--- config.mk ---
export PLATFORM = sky130hd
export DESIGN_NAME = usb3_frame_tx
export DESIGN_NICKNAME = d
export VERILOG_FILES = /design/src/common/frame_pkg.sv /design/src/hdl/frame_fifo.sv /design/src/hdl/packet_switch.sv /design/src/hdl/usb3_frame_tx.sv /design/src/packet_former/packet_former.sv
export SDC_FILE = /design/constraint.sdc
export NUM_CORES = 1
export LEC_CHECK = 0
export ABC_CLOCK_PERIOD_IN_PS = 20600
export BUFFER_PORTS_ARGS = -buffer_cell sky130_fd_sc_hd__buf_2
export CAP_MARGIN = 20
export CORE_AREA = 2 2 280 282
export CTS_CLUSTER_SIZE = 40
export DETAILED_ROUTE_END_ITERATION = 7
export DIE_AREA = 0 0 282 284
export PLACE_DENSITY = 0.8
export SYNTH_ARGS = -nofsm -noshare
export SYNTH_HDL_FRONTEND = slang
export SYNTH_SLANG_ARGS = --single-unit
--- constraint.sdc ---
create_clock -name clk -period 20.6 [get_ports clk]
set_clock_uncertainty 0.2 [all_clocks]
set_input_delay 4.12 -clock clk [delete_from_list [all_inputs] [get_ports clk]]
set_output_delay 4.12 -clock clk [all_outputs]
set_load 0.02 [all_outputs]
--- src/common/frame_pkg.sv ---
`default_nettype none

package frame_pkg;

	// ------------------------------
	// widths
	// ------------------------------
	localparam int DATA_WD        = 64;	// bus and fifo word
	localparam int REG_WD         = 32;	// size registers
	localparam int BYTES_PER_WORD = 8;

	// payload buffer
	localparam int FIFO_DEPTH = 16;
	localparam int FIFO_AW    = 4;	// log2 of depth

	// ------------------------------
	// frame sizes in bytes
	// ------------------------------
	localparam logic [REG_WD-1:0] LEADER_BYTES        = 32'd56;	// 7 words
	localparam logic [REG_WD-1:0] TRAILER_BYTES       = 32'd32;	// 4 words
	localparam logic [REG_WD-1:0] TRAILER_CHUNK_BYTES = 32'd40;	// extra chunk word

	// header identification
	localparam logic [31:0] LEADER_MAGIC  = 32'h4C56_3355;	// "U3VL" little endian
	localparam logic [31:0] TRAILER_MAGIC = 32'h5456_3355;	// "U3VT" little endian
	localparam logic [15:0] LEADER_KIND   = 16'h0001;	// image payload type

	// ------------------------------
	// phase codes, one-hot
	// ------------------------------
	// bit 0 leader, bit 1 payload, bit 2 trailer
	localparam logic [2:0] PH_IDLE    = 3'b000;
	localparam logic [2:0] PH_LEADER  = 3'b001;
	localparam logic [2:0] PH_PAYLOAD = 3'b010;
	localparam logic [2:0] PH_TRAILER = 3'b100;

	// wishbone address per phase
	localparam logic [1:0] ADR_LEADER  = 2'd1;
	localparam logic [1:0] ADR_PAYLOAD = 2'd2;
	localparam logic [1:0] ADR_TRAILER = 2'd3;

	// packet former fsm
	localparam logic [1:0] FMR_IDLE  = 2'd0;	// waiting for a new phase flag
	localparam logic [1:0] FMR_ISSUE = 2'd1;	// stb low, next word being set up
	localparam logic [1:0] FMR_ACK   = 2'd2;	// stb high until ack

	// ------------------------------
	// first header word
	// ------------------------------
	// same slot, decoded as leader or trailer
	// magic sits in the upper half of the word
	typedef union packed {
		struct packed {
			logic [31:0] magic;
			logic [15:0] block_id;
			logic [15:0] kind;	// payload type
		} leader;
		struct packed {
			logic [31:0] magic;
			logic [15:0] block_id;
			logic [15:0] status;	// bit 0 = chunk mode
		} trailer;
	} hdr_word_u;

endpackage

`default_nettype wire

--- src/hdl/frame_fifo.sv ---
`timescale 1ns/1ps
`default_nettype none

module frame_fifo
(
	input  wire                             clk,
	input  wire                             reset,
	input  wire [frame_pkg::DATA_WD-1:0]    i_data,
	input  wire                             i_data_valid,
	output logic                            o_data_ready,
	input  wire                             i_pop,
	output logic [frame_pkg::DATA_WD-1:0]   o_data,
	output logic                            o_empty
);

	// storage
	logic [frame_pkg::DATA_WD-1:0] mem [frame_pkg::FIFO_DEPTH];

	logic [frame_pkg::FIFO_AW-1:0] wr_ptr;
	logic [frame_pkg::FIFO_AW-1:0] rd_ptr;
	logic [frame_pkg::FIFO_AW:0]   count;	// one extra bit for full

	logic push;
	logic pop;

	// ------------------------------
	// flags
	// ------------------------------
	assign o_data_ready = (count != frame_pkg::FIFO_DEPTH);	// low only when full
	assign o_empty      = (count == '0);
	assign o_data       = mem[rd_ptr];	// head of queue, fall-through

	assign push = i_data_valid & o_data_ready;
	assign pop  = i_pop & ~o_empty;	// pop on empty dropped

	// ------------------------------
	// pointers and count
	// ------------------------------
	always_ff @(posedge clk)
	begin
		if (reset)
		begin
			wr_ptr <= '0;
			rd_ptr <= '0;
			count  <= '0;
		end
		else
		begin
			if (push)
				wr_ptr <= wr_ptr + 1'b1;	// wraps at depth
			if (pop)
				rd_ptr <= rd_ptr + 1'b1;
			case ({push, pop})
				2'b10:   count <= count + 1'b1;
				2'b01:   count <= count - 1'b1;
				default: count <= count;	// both or none
			endcase
		end
	end

	// payload words, no reset needed
	always_ff @(posedge clk)
	begin
		if (push)
			mem[wr_ptr] <= i_data;
	end

endmodule

`default_nettype wire

--- src/hdl/packet_switch.sv ---
`timescale 1ns/1ps
`default_nettype none

module packet_switch
(
	input  wire                             clk,
	input  wire                             reset,

	// configuration, sampled in reset
	input  wire                             i_chunkmodeactive,
	input  wire                             i_framebuffer_empty,
	input  wire [frame_pkg::REG_WD-1:0]     iv_payload_size,	// bytes, multiple of 8

	// phase handshake with the former
	input  wire                             i_change_flag,	// last ack of a phase
	output logic                            o_leader_flag,
	output logic                            o_payload_flag,
	output logic                            o_trailer_flag,
	output logic                            o_chunkmodeactive,
	output logic [frame_pkg::REG_WD-1:0]    ov_packet_size
);

	logic [2:0]                    current_state;
	logic [2:0]                    next_state;
	logic [frame_pkg::REG_WD-1:0]  payload_size_reg;

	// ------------------------------
	// config capture
	// ------------------------------
	// held while reset is high, frozen afterwards
	always_ff @(posedge clk)
	begin
		if (reset)
		begin
			o_chunkmodeactive <= i_chunkmodeactive;
			payload_size_reg  <= iv_payload_size;
		end
	end

	// ------------------------------
	// phase fsm
	// ------------------------------
	always_ff @(posedge clk)
	begin
		if (reset)
			current_state <= frame_pkg::PH_IDLE;
		else
			current_state <= next_state;
	end

	always_comb
	begin
		next_state = current_state;
		case (current_state)
			frame_pkg::PH_IDLE:
			begin
				if (!i_framebuffer_empty)	// first payload word in, start the frame
					next_state = frame_pkg::PH_LEADER;
			end
			frame_pkg::PH_LEADER:
			begin
				if (i_change_flag)
					next_state = frame_pkg::PH_PAYLOAD;
			end
			frame_pkg::PH_PAYLOAD:
			begin
				if (i_change_flag)
					next_state = frame_pkg::PH_TRAILER;
			end
			frame_pkg::PH_TRAILER:
			begin
				if (i_change_flag)
					next_state = frame_pkg::PH_IDLE;	// frame done
			end
			default: next_state = frame_pkg::PH_IDLE;
		endcase
	end

	// flags and size follow next_state, so they land on the state edge
	always_ff @(posedge clk)
	begin
		if (reset)
		begin
			o_leader_flag  <= 1'b0;
			o_payload_flag <= 1'b0;
			o_trailer_flag <= 1'b0;
			ov_packet_size <= '0;
		end
		else
		begin
			o_leader_flag  <= next_state[0];
			o_payload_flag <= next_state[1];
			o_trailer_flag <= next_state[2];
			case (next_state)
				frame_pkg::PH_LEADER:  ov_packet_size <= frame_pkg::LEADER_BYTES;
				frame_pkg::PH_PAYLOAD: ov_packet_size <= payload_size_reg;
				frame_pkg::PH_TRAILER:
				begin
					if (o_chunkmodeactive)
						ov_packet_size <= frame_pkg::TRAILER_CHUNK_BYTES;	// chunk word added
					else
						ov_packet_size <= frame_pkg::TRAILER_BYTES;
				end
				default: ov_packet_size <= '0;	// idle
			endcase
		end
	end

endmodule

`default_nettype wire

--- src/hdl/usb3_frame_tx.sv ---
`timescale 1ns/1ps
`default_nettype none

module usb3_frame_tx
(
	input  wire                             clk,
	input  wire                             reset,

	// configuration, sampled in reset
	input  wire                             i_chunkmodeactive,
	input  wire [frame_pkg::REG_WD-1:0]     iv_payload_size,

	// payload source
	input  wire [frame_pkg::DATA_WD-1:0]    i_data,
	input  wire                             i_data_valid,
	output wire                             o_data_ready,

	// wishbone to the usb3 interface
	output wire                             o_wb_cyc,
	output wire                             o_wb_stb,
	output wire                             o_wb_we,
	output wire [1:0]                       o_wb_adr,
	output wire [frame_pkg::DATA_WD-1:0]    o_wb_dat,
	input  wire                             i_wb_ack
);

	// ------------------------------
	// internal nets
	// ------------------------------
	wire [frame_pkg::DATA_WD-1:0] fifo_data;
	wire                          fifo_empty;
	wire                          fifo_pop;
	wire                          leader_flag;
	wire                          payload_flag;
	wire                          trailer_flag;
	wire                          chunkmodeactive;	// frozen copy from the sequencer
	wire [frame_pkg::REG_WD-1:0]  packet_size;
	wire                          change_flag;

	frame_fifo u_frame_fifo
	(
		.clk          (clk),
		.reset        (reset),
		.i_data       (i_data),
		.i_data_valid (i_data_valid),
		.o_data_ready (o_data_ready),
		.i_pop        (fifo_pop),
		.o_data       (fifo_data),
		.o_empty      (fifo_empty)
	);

	packet_switch u_packet_switch
	(
		.clk                 (clk),
		.reset               (reset),
		.i_chunkmodeactive   (i_chunkmodeactive),
		.i_framebuffer_empty (fifo_empty),
		.iv_payload_size     (iv_payload_size),
		.i_change_flag       (change_flag),
		.o_leader_flag       (leader_flag),
		.o_payload_flag      (payload_flag),
		.o_trailer_flag      (trailer_flag),
		.o_chunkmodeactive   (chunkmodeactive),
		.ov_packet_size      (packet_size)
	);

	packet_former u_packet_former
	(
		.clk               (clk),
		.reset             (reset),
		.i_leader_flag     (leader_flag),
		.i_payload_flag    (payload_flag),
		.i_trailer_flag    (trailer_flag),
		.i_chunkmodeactive (chunkmodeactive),
		.iv_packet_size    (packet_size),
		.o_change_flag     (change_flag),
		.i_fifo_data       (fifo_data),
		.i_fifo_empty      (fifo_empty),
		.o_fifo_pop        (fifo_pop),
		.o_wb_cyc          (o_wb_cyc),
		.o_wb_stb          (o_wb_stb),
		.o_wb_we           (o_wb_we),
		.o_wb_adr          (o_wb_adr),
		.o_wb_dat          (o_wb_dat),
		.i_wb_ack          (i_wb_ack)
	);

endmodule

`default_nettype wire

--- src/packet_former/packet_former.sv ---
`timescale 1ns/1ps
`default_nettype none

module packet_former
(
	input  wire                             clk,
	input  wire                             reset,

	// phase from the sequencer
	input  wire                             i_leader_flag,
	input  wire                             i_payload_flag,
	input  wire                             i_trailer_flag,
	input  wire                             i_chunkmodeactive,
	input  wire [frame_pkg::REG_WD-1:0]     iv_packet_size,
	output logic                            o_change_flag,

	// payload fifo drain side
	input  wire [frame_pkg::DATA_WD-1:0]    i_fifo_data,
	input  wire                             i_fifo_empty,
	output logic                            o_fifo_pop,

	// wishbone classic master, write only
	output logic                            o_wb_cyc,
	output logic                            o_wb_stb,
	output logic                            o_wb_we,
	output logic [1:0]                      o_wb_adr,
	output logic [frame_pkg::DATA_WD-1:0]   o_wb_dat,
	input  wire                             i_wb_ack
);

	logic [1:0]                    state;
	logic [2:0]                    flags;
	logic [2:0]                    flags_q;
	logic [2:0]                    rise;	// newly raised phase flag
	logic [1:0]                    ph_adr;	// latched phase of current packet
	logic [frame_pkg::REG_WD-1:0]  words_left;
	logic [2:0]                    hdr_idx;	// header word index
	logic [frame_pkg::REG_WD-1:0]  payload_bytes;
	logic [15:0]                   block_id;

	logic [1:0]                    cur_adr;
	logic [2:0]                    cur_idx;
	logic                          can_issue;
	logic                          launch;
	logic                          last_word;
	frame_pkg::hdr_word_u          hdr0;
	logic [frame_pkg::DATA_WD-1:0] next_dat;

	assign flags = {i_trailer_flag, i_payload_flag, i_leader_flag};
	assign rise  = flags & ~flags_q;

	// ------------------------------
	// word select
	// ------------------------------
	// in idle the phase comes straight from the rising flag
	always_comb
	begin
		if (state == frame_pkg::FMR_IDLE)
		begin
			cur_idx = '0;
			if (rise[0])
				cur_adr = frame_pkg::ADR_LEADER;
			else if (rise[1])
				cur_adr = frame_pkg::ADR_PAYLOAD;
			else
				cur_adr = frame_pkg::ADR_TRAILER;
		end
		else
		begin
			cur_adr = ph_adr;
			cur_idx = hdr_idx;
		end
	end

	// payload waits for a word at the fifo head
	assign can_issue = (cur_adr != frame_pkg::ADR_PAYLOAD) | ~i_fifo_empty;
	assign launch    = can_issue & ((state == frame_pkg::FMR_ISSUE) |
			((state == frame_pkg::FMR_IDLE) & (|rise)));
	assign last_word = (words_left == 1);

	// first header word, leader or trailer view
	always_comb
	begin
		hdr0 = '0;
		if (cur_adr == frame_pkg::ADR_TRAILER)
		begin
			hdr0.trailer.magic    = frame_pkg::TRAILER_MAGIC;
			hdr0.trailer.block_id = block_id;
			hdr0.trailer.status   = {15'd0, i_chunkmodeactive};
		end
		else
		begin
			hdr0.leader.magic    = frame_pkg::LEADER_MAGIC;
			hdr0.leader.block_id = block_id;
			hdr0.leader.kind     = frame_pkg::LEADER_KIND;
		end
	end

	always_comb
	begin
		if (cur_adr == frame_pkg::ADR_PAYLOAD)
			next_dat = i_fifo_data;
		else if (cur_idx == 3'd0)
			next_dat = hdr0;
		else if (cur_idx == 3'd1)	// size of the last payload phase seen
			next_dat = {{(frame_pkg::DATA_WD-frame_pkg::REG_WD){1'b0}}, payload_bytes};
		else
			next_dat = '0;	// padding and chunk word
	end

	// ------------------------------
	// control
	// ------------------------------
	always_ff @(posedge clk)
	begin
		if (reset)
		begin
			state         <= frame_pkg::FMR_IDLE;
			flags_q       <= '0;
			ph_adr        <= frame_pkg::ADR_LEADER;
			words_left    <= '0;
			hdr_idx       <= '0;
			payload_bytes <= '0;
			block_id      <= '0;
			o_wb_cyc      <= 1'b0;
			o_wb_stb      <= 1'b0;
		end
		else
		begin
			flags_q <= flags;
			case (state)
				frame_pkg::FMR_IDLE:
				begin
					if (|rise)
					begin
						ph_adr     <= cur_adr;
						words_left <= iv_packet_size / frame_pkg::BYTES_PER_WORD;
						hdr_idx    <= '0;
						if (rise[1])
							payload_bytes <= iv_packet_size;
						state <= launch ? frame_pkg::FMR_ACK : frame_pkg::FMR_ISSUE;
					end
				end
				frame_pkg::FMR_ISSUE:
				begin
					if (launch)
						state <= frame_pkg::FMR_ACK;
				end
				frame_pkg::FMR_ACK:
				begin
					if (i_wb_ack)
					begin
						words_left <= words_left - 1'b1;
						if (ph_adr != frame_pkg::ADR_PAYLOAD)
							hdr_idx <= hdr_idx + 1'b1;
						if (last_word)
						begin
							o_wb_cyc <= 1'b0;	// end of packet
							state    <= frame_pkg::FMR_IDLE;
							if (ph_adr == frame_pkg::ADR_TRAILER)
								block_id <= block_id + 1'b1;	// next frame
						end
						else
							state <= frame_pkg::FMR_ISSUE;
					end
				end
				default: state <= frame_pkg::FMR_IDLE;
			endcase
			if (launch)
			begin
				o_wb_stb <= 1'b1;
				o_wb_cyc <= 1'b1;
			end
			else if (i_wb_ack)
				o_wb_stb <= 1'b0;	// at least one low cycle between writes
		end
	end

	// address and data held from stb rise to ack
	always_ff @(posedge clk)
	begin
		if (launch)
		begin
			o_wb_adr <= cur_adr;
			o_wb_dat <= next_dat;
		end
	end

	assign o_wb_we       = o_wb_cyc;	// write only master
	assign o_fifo_pop    = o_wb_stb & i_wb_ack & (ph_adr == frame_pkg::ADR_PAYLOAD);
	assign o_change_flag = o_wb_stb & i_wb_ack & last_word;

endmodule

`default_nettype wire

==> metrics.csv <==
stage,metric,value,unit
outcome,status,"complete, no violations",
route,Via-to-Cell Ratio,6.782,
logic_synthesis,most frequent cell after synthesis,edfxtp_1,
logic_synthesis,Mapped Area,48270,sq um
timing,smallest hold slack,0.2305,ns
final_layout,max reg flops,1024,
power,internal power contribution,4.252,mW
clock_tree,# Post-CTS Setup Buffers,0,
logic_synthesis,"area leader, netlist",edfxtp_1,
placement,Final GP Congestion,0.9018,
global_route,first-pass GRT wire length,174.4,mm
placement,DP HPWL,60.07,mm
floorplanning,Die Y,284,um
logic_synthesis,asr flop ratio synth,0,%
placement,I/O Buffers,170,
final_layout,"Most flops, register",u_frame_fifo.mem,
clock_tree,CTS Buffer Depth,3,
worst_setup_path,worst r2r path cells,8,
placement,placed inst area,50380,sq um
global_route,vias in the first global route,26152,
logic_synthesis,count of different cell masters after synthesis,55,
power,combinational share of power,4.7,%
logic_synthesis,Yosys top cell area share,69.87,%
power,Leakage,17.23,nW
power,sw power,1.186,mW
clock_tree,Resize count post-CTS,0,
route,drt first-iter violations,3555,
floorplanning,IO Pins,171,
final_layout,share of layout cells above drive strength 1,27.62,%
final_layout,nets,2771,
min_path,worst hold-check path type,reg2reg,
timing,Final Setup Violations,0,
route,WL per Instance,31.35,um
route,final wirelength,119.2,mm
logic_synthesis,Yosys warning count,0,
power,Pwr Density,99.41,nW/um^2
timing,post-route setup TNS,0,ns
worst_setup_path,"Arr. time, crit path",6.59,ns
route,vias,25787,
logic_synthesis,syn nets,2568,
clock_tree,CTS tree,yes,
power,final total power,5.438,mW
timing,min Tclk post-route,6.485,ns
floorplanning,row count,102,
global_route,grt total ovfl,0,
final_layout,Final Non-Filler Cells,3802,
global_route,initial antenna violation count,12,
timing,RSZ-0062 raised after global routing,no,
logic_synthesis,Synth Register Bits,1267,
logic_synthesis,Post-synth EDFFs,1123,
clock_tree,Worst-Skew Late Latency,0.70,ns
floorplanning,total core area,76960,sq um
final_layout,largest registers,"u_frame_fifo.mem (1024), u_packet_former.o_wb_dat (64)",
timing,FMAX,154.2,MHz
logic_synthesis,post-synthesis cell count,2453,
timing,endpoints failing hold,0,
route,ANT nets after route,0,
logic_synthesis,Post-synth top cells,"edfxtp_1 (1,123), mux4_2 (320), nand2_1 (171)",
clock_tree,Hold Buf Count CTS,0,
logic_synthesis,sequential-to-total area share from yosys stat,75.84,%
power,switching share of power,21.80,%
global_route,GRT Util Overall,30.16,%
floorplanning,Starting Density,62.72,%
clock_tree,clk slew on worst S/H paths,0.06,ns
timing,final period utilization,31.48,%
worst_setup_path,critical path class,in2reg,
global_route,pin count of the biggest net entering global routing,119,
job,max_cap viols,0,
clock_tree,TritonCTS Buffers,119,
final_layout,Synth-to-Final Area Change,13.34,%
worst_setup_path,Worst Setup Start Kind,input port,
final_layout,Final Cell Area,54710,sq um
timing,relative slew slack,20.48,%
logic_synthesis,Main synth FF type,edfxtp_1,
clock_tree,# clock sinks,1267,
worst_setup_path,"Max FO, Critical Path",43,
route,drt first pass iters,5,
worst_setup_path,CP Capture Type,flip-flop,
logic_synthesis,leading cell types by total area after synthesis,"edfxtp_1 (70%), mux4_2 (15%), dfxtp_1 (6.0%)",
power,peak supply drop,0.0001117,V
route,drc violations,0,
clock_tree,H-tree depth,3,
min_path,worst hold stages,1,
worst_setup_path,CP required,20.70,ns
clock_tree,clk root buf,clkbuf_16,
placement,Placed Cells,3567,
floorplanning,DIE WIDTH,282,um
timing,worst-margin pin slew,1.191,ns
floorplanning,die area,80090,sq um
power,clock group share of total power,42.4,%
power,Seq pwr share,52.9,%
timing,Final Max Tran Viols,0,
logic_synthesis,Mean Syn Cell Area,19.68,sq um
[layer usage]
metal  global-route usage [%]  wire length (um)
met5                        0               100
met4                    10.53              4227
met3                    5.796             11610
met2                    49.68             60560
met1                    40.88             42710
[power by group through the flow]
| stage | clock network [mW] | logic (mW) | registers [mW] |
|---|---|---|---|
| final | 2.31 | 0.254 | 2.88 |
| after global routing | 2.41 | 0.272 | 2.88 |
| after CTS | 2.33 | 0.250 | 2.87 |
| after detailed placement | 0 | 0.245 | 2.93 |
| after global placement | 0 | 0.234 | 2.92 |
| after floorplan | 0 | 0.127 | 2.94 |
[per-stage QoR]
stage | setup WS [ns] | util, %
floorplan | 10.82 | -
global placement | 13.48 | 65.44
detailed placement | 13.38 | 65.47
CTS | 14.01 | 70.81
global route | 14.03 | 71.08
finish | 14.11 | 71.09
[cell type report]
type,instances,area (sq um)
Antenna cell,3,7.507
Clock buffer,145,3148
Clock inverter,79,960.9
Fill cell,4257,22250
Inverter,20,76.32
Multi-Input combinational cell,1027,11180
Sequential cell,1267,36620
Tap cell,1040,1301
Timing Repair Buffer,221,1413
[worst paths after layout]
| kind | endpoint | slack [ns] | startpoint |
|---|---|---|---|
| max | u_frame_fifo.mem[10][44] | 14.11 | i_data_valid |
| min | u_packet_switch.ov_packet_size[0] | 0.23 | u_packet_switch.payload_size_reg[0] |
| max reg2reg | u_packet_former.o_wb_dat[41] | 15.71 | u_packet_former.state[1] |
| min reg2reg | u_packet_switch.ov_packet_size[0] | 0.23 | u_packet_switch.payload_size_reg[0] |
[cells in the final DEF, fill, tap and decap left out, types with 19 or more instances in the layout]
| cell | n |
|---|---|
| buf_4 | 42 |
| edfxtp_1 | 1123 |
| nand3_1 | 31 |
| dfxtp_1 | 140 |
| nor3_1 | 26 |
| bufinv_16 | 19 |
| o21ai_0 | 35 |
| clkbuf_16 | 121 |
| inv_1 | 19 |
| buf_2 | 169 |
| clkbuf_1 | 21 |
| mux4_2 | 320 |
| and2_1 | 33 |
| nand2_1 | 171 |
| clkinv_2 | 19 |
| clkinv_1 | 22 |
| a21oi_1 | 73 |
| and3_1 | 23 |
| nor2_1 | 116 |
[cell families (layout without fill, tap and decap cells)]
family | Yosys count | after routing | share of synthesized area (%)
AND/OR/NAND/NOR | 485 | 485 | 4.736
XOR/XNOR | 27 | 27 | 0.4899
AO/OA/AOI/OAI | 176 | 176 | 2.237
adder cells (fa/ha/maj) | 14 | 14 | 0.3785
flip-flops | 1267 | 1267 | 75.84
buffers and inverters | 159 | 465 | 1.286
multiplexers | 325 | 325 | 15.03
other | 0 | 3 | 0
[critical path: stages]
cell and delay (ns):
buf_2 0.07, and2_1 0.44, nand2_1 0.34, nor2_4 0.74, buf_4 0.81
Power figures use the tool's default switching activity.
